--- config.mk ---
export PLATFORM = sky130hd
export DESIGN_NAME = ooo_core
export DESIGN_NICKNAME = d
export VERILOG_FILES = /design/src/ooo_pkg.sv /design/src/front_end.sv /design/src/rename_table.sv /design/src/alu_station.sv /design/src/reorder_buffer.sv /design/src/arch_regfile.sv /design/src/ooo_core.sv
export SDC_FILE = /design/constraint.sdc
export NUM_CORES = 2
export LEC_CHECK = 0
export BUFFER_PORTS_ARGS = -buffer_cell sky130_fd_sc_hd__buf_2
export CORE_UTILIZATION = 60
export DETAILED_ROUTE_END_ITERATION = 10
export GPL_TIMING_DRIVEN = 0
export MAX_ROUTING_LAYER = met4
export PLACE_DENSITY = 0.84
export SLEW_MARGIN = 20
export SYNTH_ARGS = -nofsm -noshare
export SYNTH_HDL_FRONTEND = slang
export SYNTH_HIERARCHICAL = 1
export SYNTH_SLANG_ARGS = --single-unit
--- constraint.sdc ---
create_clock -name clk -period 7.91 [get_ports clk]
set_input_delay 1.9775 -clock clk [delete_from_list [all_inputs] [get_ports clk]]
set_output_delay 1.9775 -clock clk [all_outputs]
set_load 0.02 [all_outputs]
--- src/ooo_pkg.sv ---
`default_nettype none

package ooo_pkg;

	//////////////////////////////////////////////////
	// Machine sizes
	//////////////////////////////////////////////////
	localparam int NUM_REGS  = 8;
	localparam int RS_DEPTH  = 4; // Slots per station
	localparam int ROB_DEPTH = 16;
	localparam int IMM_BITS  = 5;

	typedef logic [15:0] word_t;
	typedef logic [15:0] pc_t;
	typedef logic [2:0]  reg_idx_t;
	typedef logic [3:0]  tag_t; // Reorder buffer slot

	// Top five bits of the instruction word
	typedef enum logic [4:0] {
		ADD_IMM = 5'b00000,
		ADD_REG = 5'b00001,
		SUB_IMM = 5'b00010,
		SUB_REG = 5'b00011,
		LD_REG  = 5'b10100,
		LD_PC   = 5'b10101,
		ST_REG  = 5'b10110,
		ST_PC   = 5'b10111
	} opcode_e;

	typedef enum logic {
		ALU_ADD = 1'b0,
		ALU_SUB = 1'b1
	} alu_op_e;

	// Value when ready, else tag in the low bits
	typedef struct packed {
		logic  ready;
		word_t data;
	} operand_t;

	typedef struct packed {
		logic     valid;
		alu_op_e  op;
		reg_idx_t dest;
		operand_t src0;
		operand_t src1;
		pc_t      pc;
	} dispatch_t;

	typedef struct packed {
		logic  valid;
		tag_t  tag;
		word_t value;
	} cdb_t;

	typedef struct packed {
		logic     valid;
		reg_idx_t dest;
		word_t    value;
	} commit_t;

endpackage

`default_nettype wire

--- src/front_end.sv ---
`default_nettype none

module front_end
	import ooo_pkg::*;
(
	input  logic      clk,
	input  logic      rst_n,
	input  logic      stall,
	input  word_t     instr,
	output pc_t       fetch_pc,
	output dispatch_t disp
);

	opcode_e   opcode;
	word_t     imm;
	dispatch_t dec;

	assign opcode = opcode_e'(instr[15:11]);
	assign imm = {{($bits(word_t) - IMM_BITS){instr[IMM_BITS-1]}}, instr[IMM_BITS-1:0]};

	//////////////////////////////////////////////////
	// Decode
	//////////////////////////////////////////////////
	always_comb begin
		dec = '0;
		dec.pc = fetch_pc;
		dec.dest = instr[10:8];
		dec.src0.data = word_t'(instr[7:5]); // Raw register number, resolved later
		case (opcode)
			ADD_IMM: begin
				dec.valid = 1'b1;
				dec.op = ALU_ADD;
				dec.src1.ready = 1'b1;
				dec.src1.data = imm;
			end
			ADD_REG: begin
				dec.valid = 1'b1;
				dec.op = ALU_ADD;
				dec.src1.data = word_t'(instr[2:0]);
			end
			SUB_IMM: begin
				dec.valid = 1'b1;
				dec.op = ALU_SUB;
				dec.src1.ready = 1'b1;
				dec.src1.data = imm;
			end
			SUB_REG: begin
				dec.valid = 1'b1;
				dec.op = ALU_SUB;
				dec.src1.data = word_t'(instr[2:0]);
			end
			default: begin
				dec.valid = 1'b0; // Loads, stores and unused opcodes are no-ops
			end
		endcase
	end

	// Record and PC both hold while the core is stalled
	always_ff @(posedge clk) begin
		if (!rst_n) begin
			fetch_pc <= '0;
			disp.valid <= 1'b0;
		end else if (!stall) begin
			fetch_pc <= fetch_pc + 1'b1;
			disp <= dec;
		end
	end

	a_pc_hold: assert property (@(posedge clk) disable iff (!rst_n)
		stall |=> $stable(fetch_pc));

endmodule

`default_nettype wire

--- src/rename_table.sv ---
`default_nettype none

module rename_table
	import ooo_pkg::*;
(
	input  logic      clk,
	input  logic      rst_n,
	input  dispatch_t disp,
	input  logic      dispatch_fire,
	input  tag_t      alloc_tag,
	input  cdb_t      cdb0,
	input  cdb_t      cdb1,
	output operand_t  src0,
	output operand_t  src1
);

	word_t                value [NUM_REGS];
	tag_t                 tag   [NUM_REGS];
	logic [NUM_REGS-1:0]  busy; // Waiting on tag
	reg_idx_t             rs0;
	reg_idx_t             rs1;

	function automatic operand_t resolve(operand_t op, logic pend, word_t v, tag_t t,
			cdb_t c0, cdb_t c1);
		operand_t res;
		res = op;
		if (!op.ready) begin
			res.ready = 1'b1;
			if (!pend)
				res.data = v;
			else if (c0.valid && c0.tag == t)
				res.data = c0.value; // Same-cycle bypass
			else if (c1.valid && c1.tag == t)
				res.data = c1.value;
			else begin
				res.ready = 1'b0;
				res.data = word_t'(t);
			end
		end
		return res;
	endfunction

	assign rs0 = disp.src0.data[$bits(reg_idx_t)-1:0];
	assign rs1 = disp.src1.data[$bits(reg_idx_t)-1:0];
	assign src0 = resolve(disp.src0, busy[rs0], value[rs0], tag[rs0], cdb0, cdb1);
	assign src1 = resolve(disp.src1, busy[rs1], value[rs1], tag[rs1], cdb0, cdb1);

	always_ff @(posedge clk) begin
		if (!rst_n) begin
			busy <= '0;
			for (int i = 0; i < NUM_REGS; i++) begin
				value[i] <= '0;
			end
		end else begin
			for (int i = 0; i < NUM_REGS; i++) begin
				if (busy[i] && cdb0.valid && cdb0.tag == tag[i]) begin
					value[i] <= cdb0.value;
					busy[i] <= 1'b0;
				end
				if (busy[i] && cdb1.valid && cdb1.tag == tag[i]) begin
					value[i] <= cdb1.value;
					busy[i] <= 1'b0;
				end
			end
			if (dispatch_fire) begin // Claim overrides a capture
				busy[disp.dest] <= 1'b1;
				tag[disp.dest] <= alloc_tag;
			end
		end
	end

endmodule

`default_nettype wire

--- src/alu_station.sv ---
`default_nettype none

module alu_station
	import ooo_pkg::*;
(
	input  logic      clk,
	input  logic      rst_n,
	input  dispatch_t entry_in,
	input  logic      accept,
	input  cdb_t      cdb0,
	input  cdb_t      cdb1,
	input  tag_t      tag_in,
	output logic      full,
	output cdb_t      result
);

	logic [RS_DEPTH-1:0] busy;
	logic [RS_DEPTH-1:0] ready;
	logic [RS_DEPTH-1:0] free_oh;
	logic [RS_DEPTH-1:0] issue_oh;
	alu_op_e             op   [RS_DEPTH];
	operand_t            opa  [RS_DEPTH];
	operand_t            opb  [RS_DEPTH];
	tag_t                dtag [RS_DEPTH];
	logic                write_en;
	alu_op_e             sel_op;
	word_t               sel_a;
	word_t               sel_b;
	tag_t                sel_tag;

	// Operand wake-up from either broadcast
	function automatic operand_t wake(operand_t o, cdb_t c0, cdb_t c1);
		operand_t w;
		w = o;
		if (!o.ready && c0.valid && c0.tag == o.data[$bits(tag_t)-1:0]) begin
			w.ready = 1'b1;
			w.data = c0.value;
		end
		if (!o.ready && c1.valid && c1.tag == o.data[$bits(tag_t)-1:0]) begin
			w.ready = 1'b1;
			w.data = c1.value;
		end
		return w;
	endfunction

	always_comb begin
		for (int i = 0; i < RS_DEPTH; i++) begin
			ready[i] = busy[i] && opa[i].ready && opb[i].ready;
		end
	end

	assign full = &busy;
	assign write_en = accept && entry_in.valid;
	assign free_oh = ~busy & (busy + 1'b1); // Lowest empty slot
	assign issue_oh = ready & (~ready + 1'b1); // Lowest ready slot

	always_comb begin
		sel_op = ALU_ADD;
		sel_a = '0;
		sel_b = '0;
		sel_tag = '0;
		for (int i = 0; i < RS_DEPTH; i++) begin
			if (issue_oh[i]) begin
				sel_op = op[i];
				sel_a = opa[i].data;
				sel_b = opb[i].data;
				sel_tag = dtag[i];
			end
		end
	end

	//////////////////////////////////////////////////
	// Issue and execute
	//////////////////////////////////////////////////
	always_ff @(posedge clk) begin
		result.tag <= sel_tag;
		result.value <= (sel_op == ALU_SUB) ? sel_a - sel_b : sel_a + sel_b;
		if (!rst_n) begin
			busy <= '0;
			result.valid <= 1'b0;
		end else begin
			busy <= (busy & ~issue_oh) | (write_en ? free_oh : '0);
			result.valid <= |issue_oh;
		end
	end

	always_ff @(posedge clk) begin
		for (int i = 0; i < RS_DEPTH; i++) begin
			if (write_en && free_oh[i]) begin
				op[i] <= entry_in.op;
				opa[i] <= entry_in.src0;
				opb[i] <= entry_in.src1;
				dtag[i] <= tag_in;
			end else begin
				opa[i] <= wake(opa[i], cdb0, cdb1);
				opb[i] <= wake(opb[i], cdb0, cdb1);
			end
		end
	end

	a_no_overfill: assert property (@(posedge clk) disable iff (!rst_n)
		accept |-> !full);

	a_result_source: assert property (@(posedge clk) disable iff (!rst_n)
		result.valid |-> $past(busy != '0));

endmodule

`default_nettype wire

--- src/reorder_buffer.sv ---
`default_nettype none

module reorder_buffer
	import ooo_pkg::*;
(
	input  logic     clk,
	input  logic     rst_n,
	input  logic     alloc,
	input  reg_idx_t alloc_dest,
	output tag_t     alloc_tag,
	output logic     full,
	input  cdb_t     cdb0,
	input  cdb_t     cdb1,
	output commit_t  commit
);

	reg_idx_t                   dest  [ROB_DEPTH];
	word_t                      value [ROB_DEPTH];
	logic [ROB_DEPTH-1:0]       busy; // Allocated, not yet retired
	logic [ROB_DEPTH-1:0]       done; // Result written
	tag_t                       head;
	tag_t                       tail;
	logic [$clog2(ROB_DEPTH):0] count;
	logic                       retire;

	assign alloc_tag = tail;
	assign full = (count == ROB_DEPTH);
	assign retire = busy[head] && done[head];

	//////////////////////////////////////////////////
	// Pointers and commit
	//////////////////////////////////////////////////
	always_ff @(posedge clk) begin
		commit.dest <= dest[head];
		commit.value <= value[head];
		if (!rst_n) begin
			busy <= '0;
			head <= '0;
			tail <= '0;
			count <= '0;
			commit.valid <= 1'b0;
		end else begin
			commit.valid <= retire;
			if (retire) begin
				busy[head] <= 1'b0;
				head <= head + 1'b1;
			end
			if (alloc) begin
				busy[tail] <= 1'b1;
				tail <= tail + 1'b1;
			end
			case ({alloc, retire})
				2'b10: count <= count + 1'b1;
				2'b01: count <= count - 1'b1;
				default: count <= count;
			endcase
		end
	end

	// Entry payload
	always_ff @(posedge clk) begin
		if (alloc) begin
			dest[tail] <= alloc_dest;
			done[tail] <= 1'b0;
		end
		if (cdb0.valid) begin
			value[cdb0.tag] <= cdb0.value;
			done[cdb0.tag] <= 1'b1;
		end
		if (cdb1.valid) begin
			value[cdb1.tag] <= cdb1.value;
			done[cdb1.tag] <= 1'b1;
		end
	end

	a_cdb0_alloc: assert property (@(posedge clk) disable iff (!rst_n)
		cdb0.valid |-> busy[cdb0.tag]);

	a_cdb1_alloc: assert property (@(posedge clk) disable iff (!rst_n)
		cdb1.valid |-> busy[cdb1.tag]);

endmodule

`default_nettype wire

--- src/arch_regfile.sv ---
`default_nettype none

module arch_regfile
	import ooo_pkg::*;
(
	input  logic     clk,
	input  logic     rst_n,
	input  commit_t  commit,
	input  reg_idx_t dbg_addr,
	output word_t    dbg_value
);

	word_t regs [NUM_REGS];

	always_ff @(posedge clk) begin
		if (!rst_n) begin
			for (int i = 0; i < NUM_REGS; i++) begin
				regs[i] <= '0;
			end
		end else if (commit.valid) begin
			regs[commit.dest] <= commit.value;
		end
	end

	// Forward the value retiring this cycle
	assign dbg_value = (commit.valid && commit.dest == dbg_addr) ? commit.value
		: regs[dbg_addr];

endmodule

`default_nettype wire

--- src/ooo_core.sv ---
`default_nettype none

module ooo_core
	import ooo_pkg::*;
(
	input  logic     clk,
	input  logic     rst_n,
	input  word_t    instr,
	output pc_t      fetch_pc,
	output logic     stall,
	output commit_t  commit,
	input  reg_idx_t dbg_addr,
	output word_t    dbg_value
);

	dispatch_t disp;
	dispatch_t disp_rs; // Record with renamed operands
	operand_t  src0;
	operand_t  src1;
	cdb_t      cdb0;
	cdb_t      cdb1;
	tag_t      alloc_tag;
	logic      rob_full;
	logic      full0;
	logic      full1;
	logic      sel0;
	logic      sel_full;
	logic      dispatch_fire;

	//////////////////////////////////////////////////
	// Dispatch steering
	//////////////////////////////////////////////////
	assign sel0 = disp.pc[0]; // Odd PC goes to station 0
	assign sel_full = sel0 ? full0 : full1;
	assign stall = disp.valid && (rob_full || sel_full);
	assign dispatch_fire = disp.valid && !stall;

	always_comb begin
		disp_rs = disp;
		disp_rs.src0 = src0;
		disp_rs.src1 = src1;
	end

	front_end front_end_inst (
		.clk      (clk),
		.rst_n    (rst_n),
		.stall    (stall),
		.instr    (instr),
		.fetch_pc (fetch_pc),
		.disp     (disp)
	);

	rename_table rename_table_inst (
		.clk           (clk),
		.rst_n         (rst_n),
		.disp          (disp),
		.dispatch_fire (dispatch_fire),
		.alloc_tag     (alloc_tag),
		.cdb0          (cdb0),
		.cdb1          (cdb1),
		.src0          (src0),
		.src1          (src1)
	);

	alu_station station0_inst (
		.clk      (clk),
		.rst_n    (rst_n),
		.entry_in (disp_rs),
		.accept   (dispatch_fire && sel0),
		.cdb0     (cdb0),
		.cdb1     (cdb1),
		.tag_in   (alloc_tag),
		.full     (full0),
		.result   (cdb0)
	);

	alu_station station1_inst (
		.clk      (clk),
		.rst_n    (rst_n),
		.entry_in (disp_rs),
		.accept   (dispatch_fire && !sel0),
		.cdb0     (cdb0),
		.cdb1     (cdb1),
		.tag_in   (alloc_tag),
		.full     (full1),
		.result   (cdb1)
	);

	reorder_buffer reorder_buffer_inst (
		.clk        (clk),
		.rst_n      (rst_n),
		.alloc      (dispatch_fire),
		.alloc_dest (disp.dest),
		.alloc_tag  (alloc_tag),
		.full       (rob_full),
		.cdb0       (cdb0),
		.cdb1       (cdb1),
		.commit     (commit)
	);

	arch_regfile arch_regfile_inst (
		.clk       (clk),
		.rst_n     (rst_n),
		.commit    (commit),
		.dbg_addr  (dbg_addr),
		.dbg_value (dbg_value)
	);

endmodule

`default_nettype wire

# Word level (Yosys, flattened, before mapping)
# Memory sizes are Yosys's and may differ from the RTL's. A register that Yosys moved wholly into a read port is not among the register bits.
# Cells that the tools add are included.
# Widths: inputs -> output; s select.
# word_totals
ff_bits	146
mem_bits_rw	904
inputBits	21
elab_cells	667
mem_count	13
# memory_table
memory	words	word_bits	read_ports	rd_ports_with_merged_regs	write_ports	line_no	rtl
reorder_buffer_inst.value	16	16	1	1	2	reorder_buffer.sv:18	word_t value [ROB_DEPTH];
arch_regfile_inst.regs	8	16	1	0	8	arch_regfile.sv:13	word_t regs [NUM_REGS];
rename_table_inst.value	8	16	2	2	8	rename_table.sv:17	word_t value [NUM_REGS];
station0_inst.opa	4	17	4	0	4	alu_station.sv:22	operand_t opa [RS_DEPTH];
station0_inst.opb	4	17	4	0	4	alu_station.sv:23	operand_t opb [RS_DEPTH];
station1_inst.opa	4	17	4	0	4	alu_station.sv:22	
+7 memories	-	-	-	-	-	-	
# op_classes
add_sub_neg	13
n_lt_le_gt_ge	12
eq_ne	59
mux	312
bitwise_logic	55
reduce_logical	180
# ops
operator	count
$mux 17	65
$mux 16	48
$eq 4x4->1	52
$mux 1	154
$logic_and 1x1->1	137
$mux 4	16
$or 16x16->16	3
$reduce_or 4->1	9
$add 16x16->16	2
$and 16x16->16	2
$not 16->16	2
$or 1x1->1	32
$pmux 16 s2	1
$sub 16x16->16	2
$add 4x1->4 const B	6
$and 4x4->4	6
$mux 2	12
$not 4->4	6
$lt 4x5->1 const B	4
$logic_not 1->1	18
$add 16x1->16 const B	1
$demux 1 s4	4
$ge 4x1->1 const B	4
$reduce_or 16->1	1
other kinds (26)	44

# Logic depth before layout (Yosys ltp)
# depth
ltp_word	15
ltp_mapped	21
depth_no_buf	17

# Cells and area by module
# The synthesis kept the hierarchy.
# modules_own_cells
mod	instances	cells_per_inst	area_per_inst_um2
reorder_buffer	1	1059	17544.3
rename_table	1	1089	11926.4
alu_station at station0_inst	1	1113	10968.0
alu_station at station1_inst	1	1101	10920.5
arch_regfile	1	365	6158.4
front_end	1	162	2094.5
ooo_core	1	6	45.0

# Worst setup path before layout
# Ideal clock, no wire load.
# synth_path
path_type	input-to-output
startpoint	input dbg_addr[1]
endpoint	output dbg_value[0]
arrival_ns	3.397
t_required_ns	5.932
slack_ns	2.536
cell_stages	5
path_cell_list	clkbuf_1 clkbuf_1 mux4_2 mux2_2 mux2_2
# synth_between
elab_chain_cells	3
elab_cells_between_ends	4
# synth_lines
item	line_no	rtl
start, declared	ooo_core.sv:12	input reg_idx_t dbg_addr,
parallel branches: the longest is 2 deep, another holds $mem_v2 8x16	-	
$mux 16 *	arch_regfile.sv:26	assign dbg_value = (commit.valid && commit.dest == dbg_addr) ? commit.value
end, declared	ooo_core.sv:13	output word_t dbg_value
# Mark *: on every way between the ends.

==> metrics.yaml <==
die:
  placeableCoreArea_um2: 97300
  io_pins: 74
  die_height_um: 316
  dieWidth_um: 316
  dieArea_um2: 99900
  num_rows: 114
  initial_core_util_pct: 60.9
cells_and_area:
  nets: 5178
  multi_input_area_um2: 26500
  seq_area_um2: 30400
  design_area_um2: 65900
  fill_cells: 6678
  drive_gt1_share_pct: 18.1
  area_growth_pct: 11.3
  final_cells: 6486
  utilization_pct: 67.7
outcome:
  status: "completed"
worst_setup_path:
  critPathRequiredTime_ns: 8.51
  slowest_delay_ns: 0.82
  crit_path_end_kind: "register"
  arrival_ns: 6.73
  startpoint_type: "register"
  critPathSlowestCell: "nor4_2"
  cp_max_fo: 10
  rr_worst_depth: 17
  crit_chain: "and3_4 -> buf_6 -> nor4_2 -> clkbuf_1 -> clkbuf_1 -> a21boi_0 -> ha_1 -> and3_1 -> a21oi_1 -> xor2_1 -> ha_1 -> nor2_1 -> nor2_1 -> nand2_1 -> o21ai_0 -> o41ai_1 -> xnor3_1"
  crit_type: "reg -> reg"
route:
  ant_nets: 0
  first_iter_violations: 8313
  wl_per_cell_um: 30.8
  routed_wl_um: 200000
  drc: 0
  drtPass1Iterations: 10
  routed-via-count: 46000
  vias_per_cell: 7.09
global_routing:
  grt_max_degree: 23
  track_usage_pct: 40.9
  grt_pass1_wl_um: 288000
  antenna_found_initial: 6
  grt_pass1_vias: 43900
  overflow: 0
flow_run:
  drv_cap: 0
min_path:
  hp-class: "reg -> reg"
  whs_path_depth: 2
synth:
  ys_warn_count: 6
  syn_area_per_cell_um2: 12.1
  syn_area_um2: 59200
  syn_inst: 4880
timing:
  drv_slew: 0
  worst_pin_slew_ns: 1.25
  fmax_mhz: 163
  fin_skew_ns: 0.0811
  fin_ws_ns: 1.78
  min_period_ns: 6.13
  setup_violations: 0
  fin_tns_setup_ns: 0
  max_slew_margin_pct: 16.5
  hold_violations: 0
  grt_setup_unrepaired: "no"
  holdWs_ns: 0.440
  fin_crit_sh_pct: 77.5
power_and_ir_drop:
  powerDensity_nw_per_um2: 180
  peakVddDrop_v: 0.000201
  p_leak_nw: 24.8
  power.total_mw: 11.8
clock_network:
  cts-resized-gates: 0
  clkTransAtPathRegs_ns: 0.07
  cts_setup_buffers: 0
  insertion_delay_ns: 0.76
  clockBufferDepth: 3
  cts_sinks: 1058
  cts_tree: "built"
  numCtsBuffers: 108
  htree_levels: 3
  root_buffer: "clkbuf_16"
  hold_buffers: 0
place:
  place_area_um2: 62200
  place.gp.congestion: 1.05
  numPlacedInstances: 6277
  hpwl_um: 140000
  port-buffer-count: 70
  pre_cts_slack_ns: 1.90
==> layout by cell type (no fill, tap or decap), drive strengths merged, types with 37 or more instances in the layout <==
| cell type | n |
|---|---|
| inv | 125 |
| xor2 | 151 |
| nand2 | 395 |
| o21ai | 358 |
| mux2i | 337 |
| clkbuf | 435 |
| nand3 | 78 |
| buf | 290 |
| ha | 44 |
| dfxtp | 140 |
| clkinv | 52 |
| a22oi | 159 |
| nor2b | 37 |
| and2 | 157 |
| a21oi | 115 |
| nor3 | 74 |
| mux2 | 296 |
| nor2 | 241 |
| xnor2 | 97 |
| edfxtp | 918 |
| mux4 | 199 |
==> metal layers <==
| metal | track usage [%] | part of all wire, % |
|---|---|---|
| met1 | 54.0 | 35 |
| met2 | 58.6 | 43 |
| met4 | 19.5 | 5.5 |
| met5 | - | 0 |
| met3 | 10.9 | 16 |
==> worst paths after layout <==
check,start,to,slack [ns]
setup / recovery,station1_inst/opb[2][16],station1_inst/result[15],1.78
hold / removal,station0_inst/dtag[3][1],station0_inst/result[17],0.44
setup reg to reg,station1_inst/opb[2][16],station1_inst/result[15],1.78
hold reg to reg,station0_inst/dtag[3][1],station0_inst/result[17],0.44
==> layout make-up <==
| class | count | area share (%) |
|---|---|---|
| clock inverters | 69 | 1.11 |
| inverters | 124 | 0.706 |
| repair buffers | 108 | 1.52 |
| plain buffers | 482 | 3.52 |
| flip-flops and latches | 1058 | 46.1 |
| multi-input cells | 3229 | 40.2 |
| diodes | 5 | 0.0190 |
| well taps | 1276 | 2.42 |
| clock buffers | 135 | 4.42 |
==> critical path, delay by kind of cell (launching register included) <==
kind	cells	cell delay (ns)
xor+xnor	2	0.67
flops	1	0.47
compound gates	4	0.91
simple gates	6	2.16
fa+ha+maj	2	0.58
buf+inv	3	1.25
==> registers in the layout, indices dropped and copies added (netlist names), 15 cells and up <==
name                        flops
rename_table_inst/tag          32
front_end_inst/disp            15
station1_inst/result           21
front_end_inst/fetch_pc        16
station0_inst/result           21
reorder_buffer_inst/dest       48
station1_inst/opb              68
reorder_buffer_inst/done       16
reorder_buffer_inst/commit     20
arch_regfile_inst/regs        128
station0_inst/opa              68
station1_inst/opa              68
rename_table_inst/value       128
station1_inst/dtag             16
reorder_buffer_inst/value     256
station0_inst/dtag             16
reorder_buffer_inst/busy       16
station0_inst/opb              68
==> report_power, final <==
group          switching, mW  internal, mW
registers             0.0406          6.06
logic                  0.308         0.186
clock network           2.30          2.96
Power figures use the tool's default switching activity.
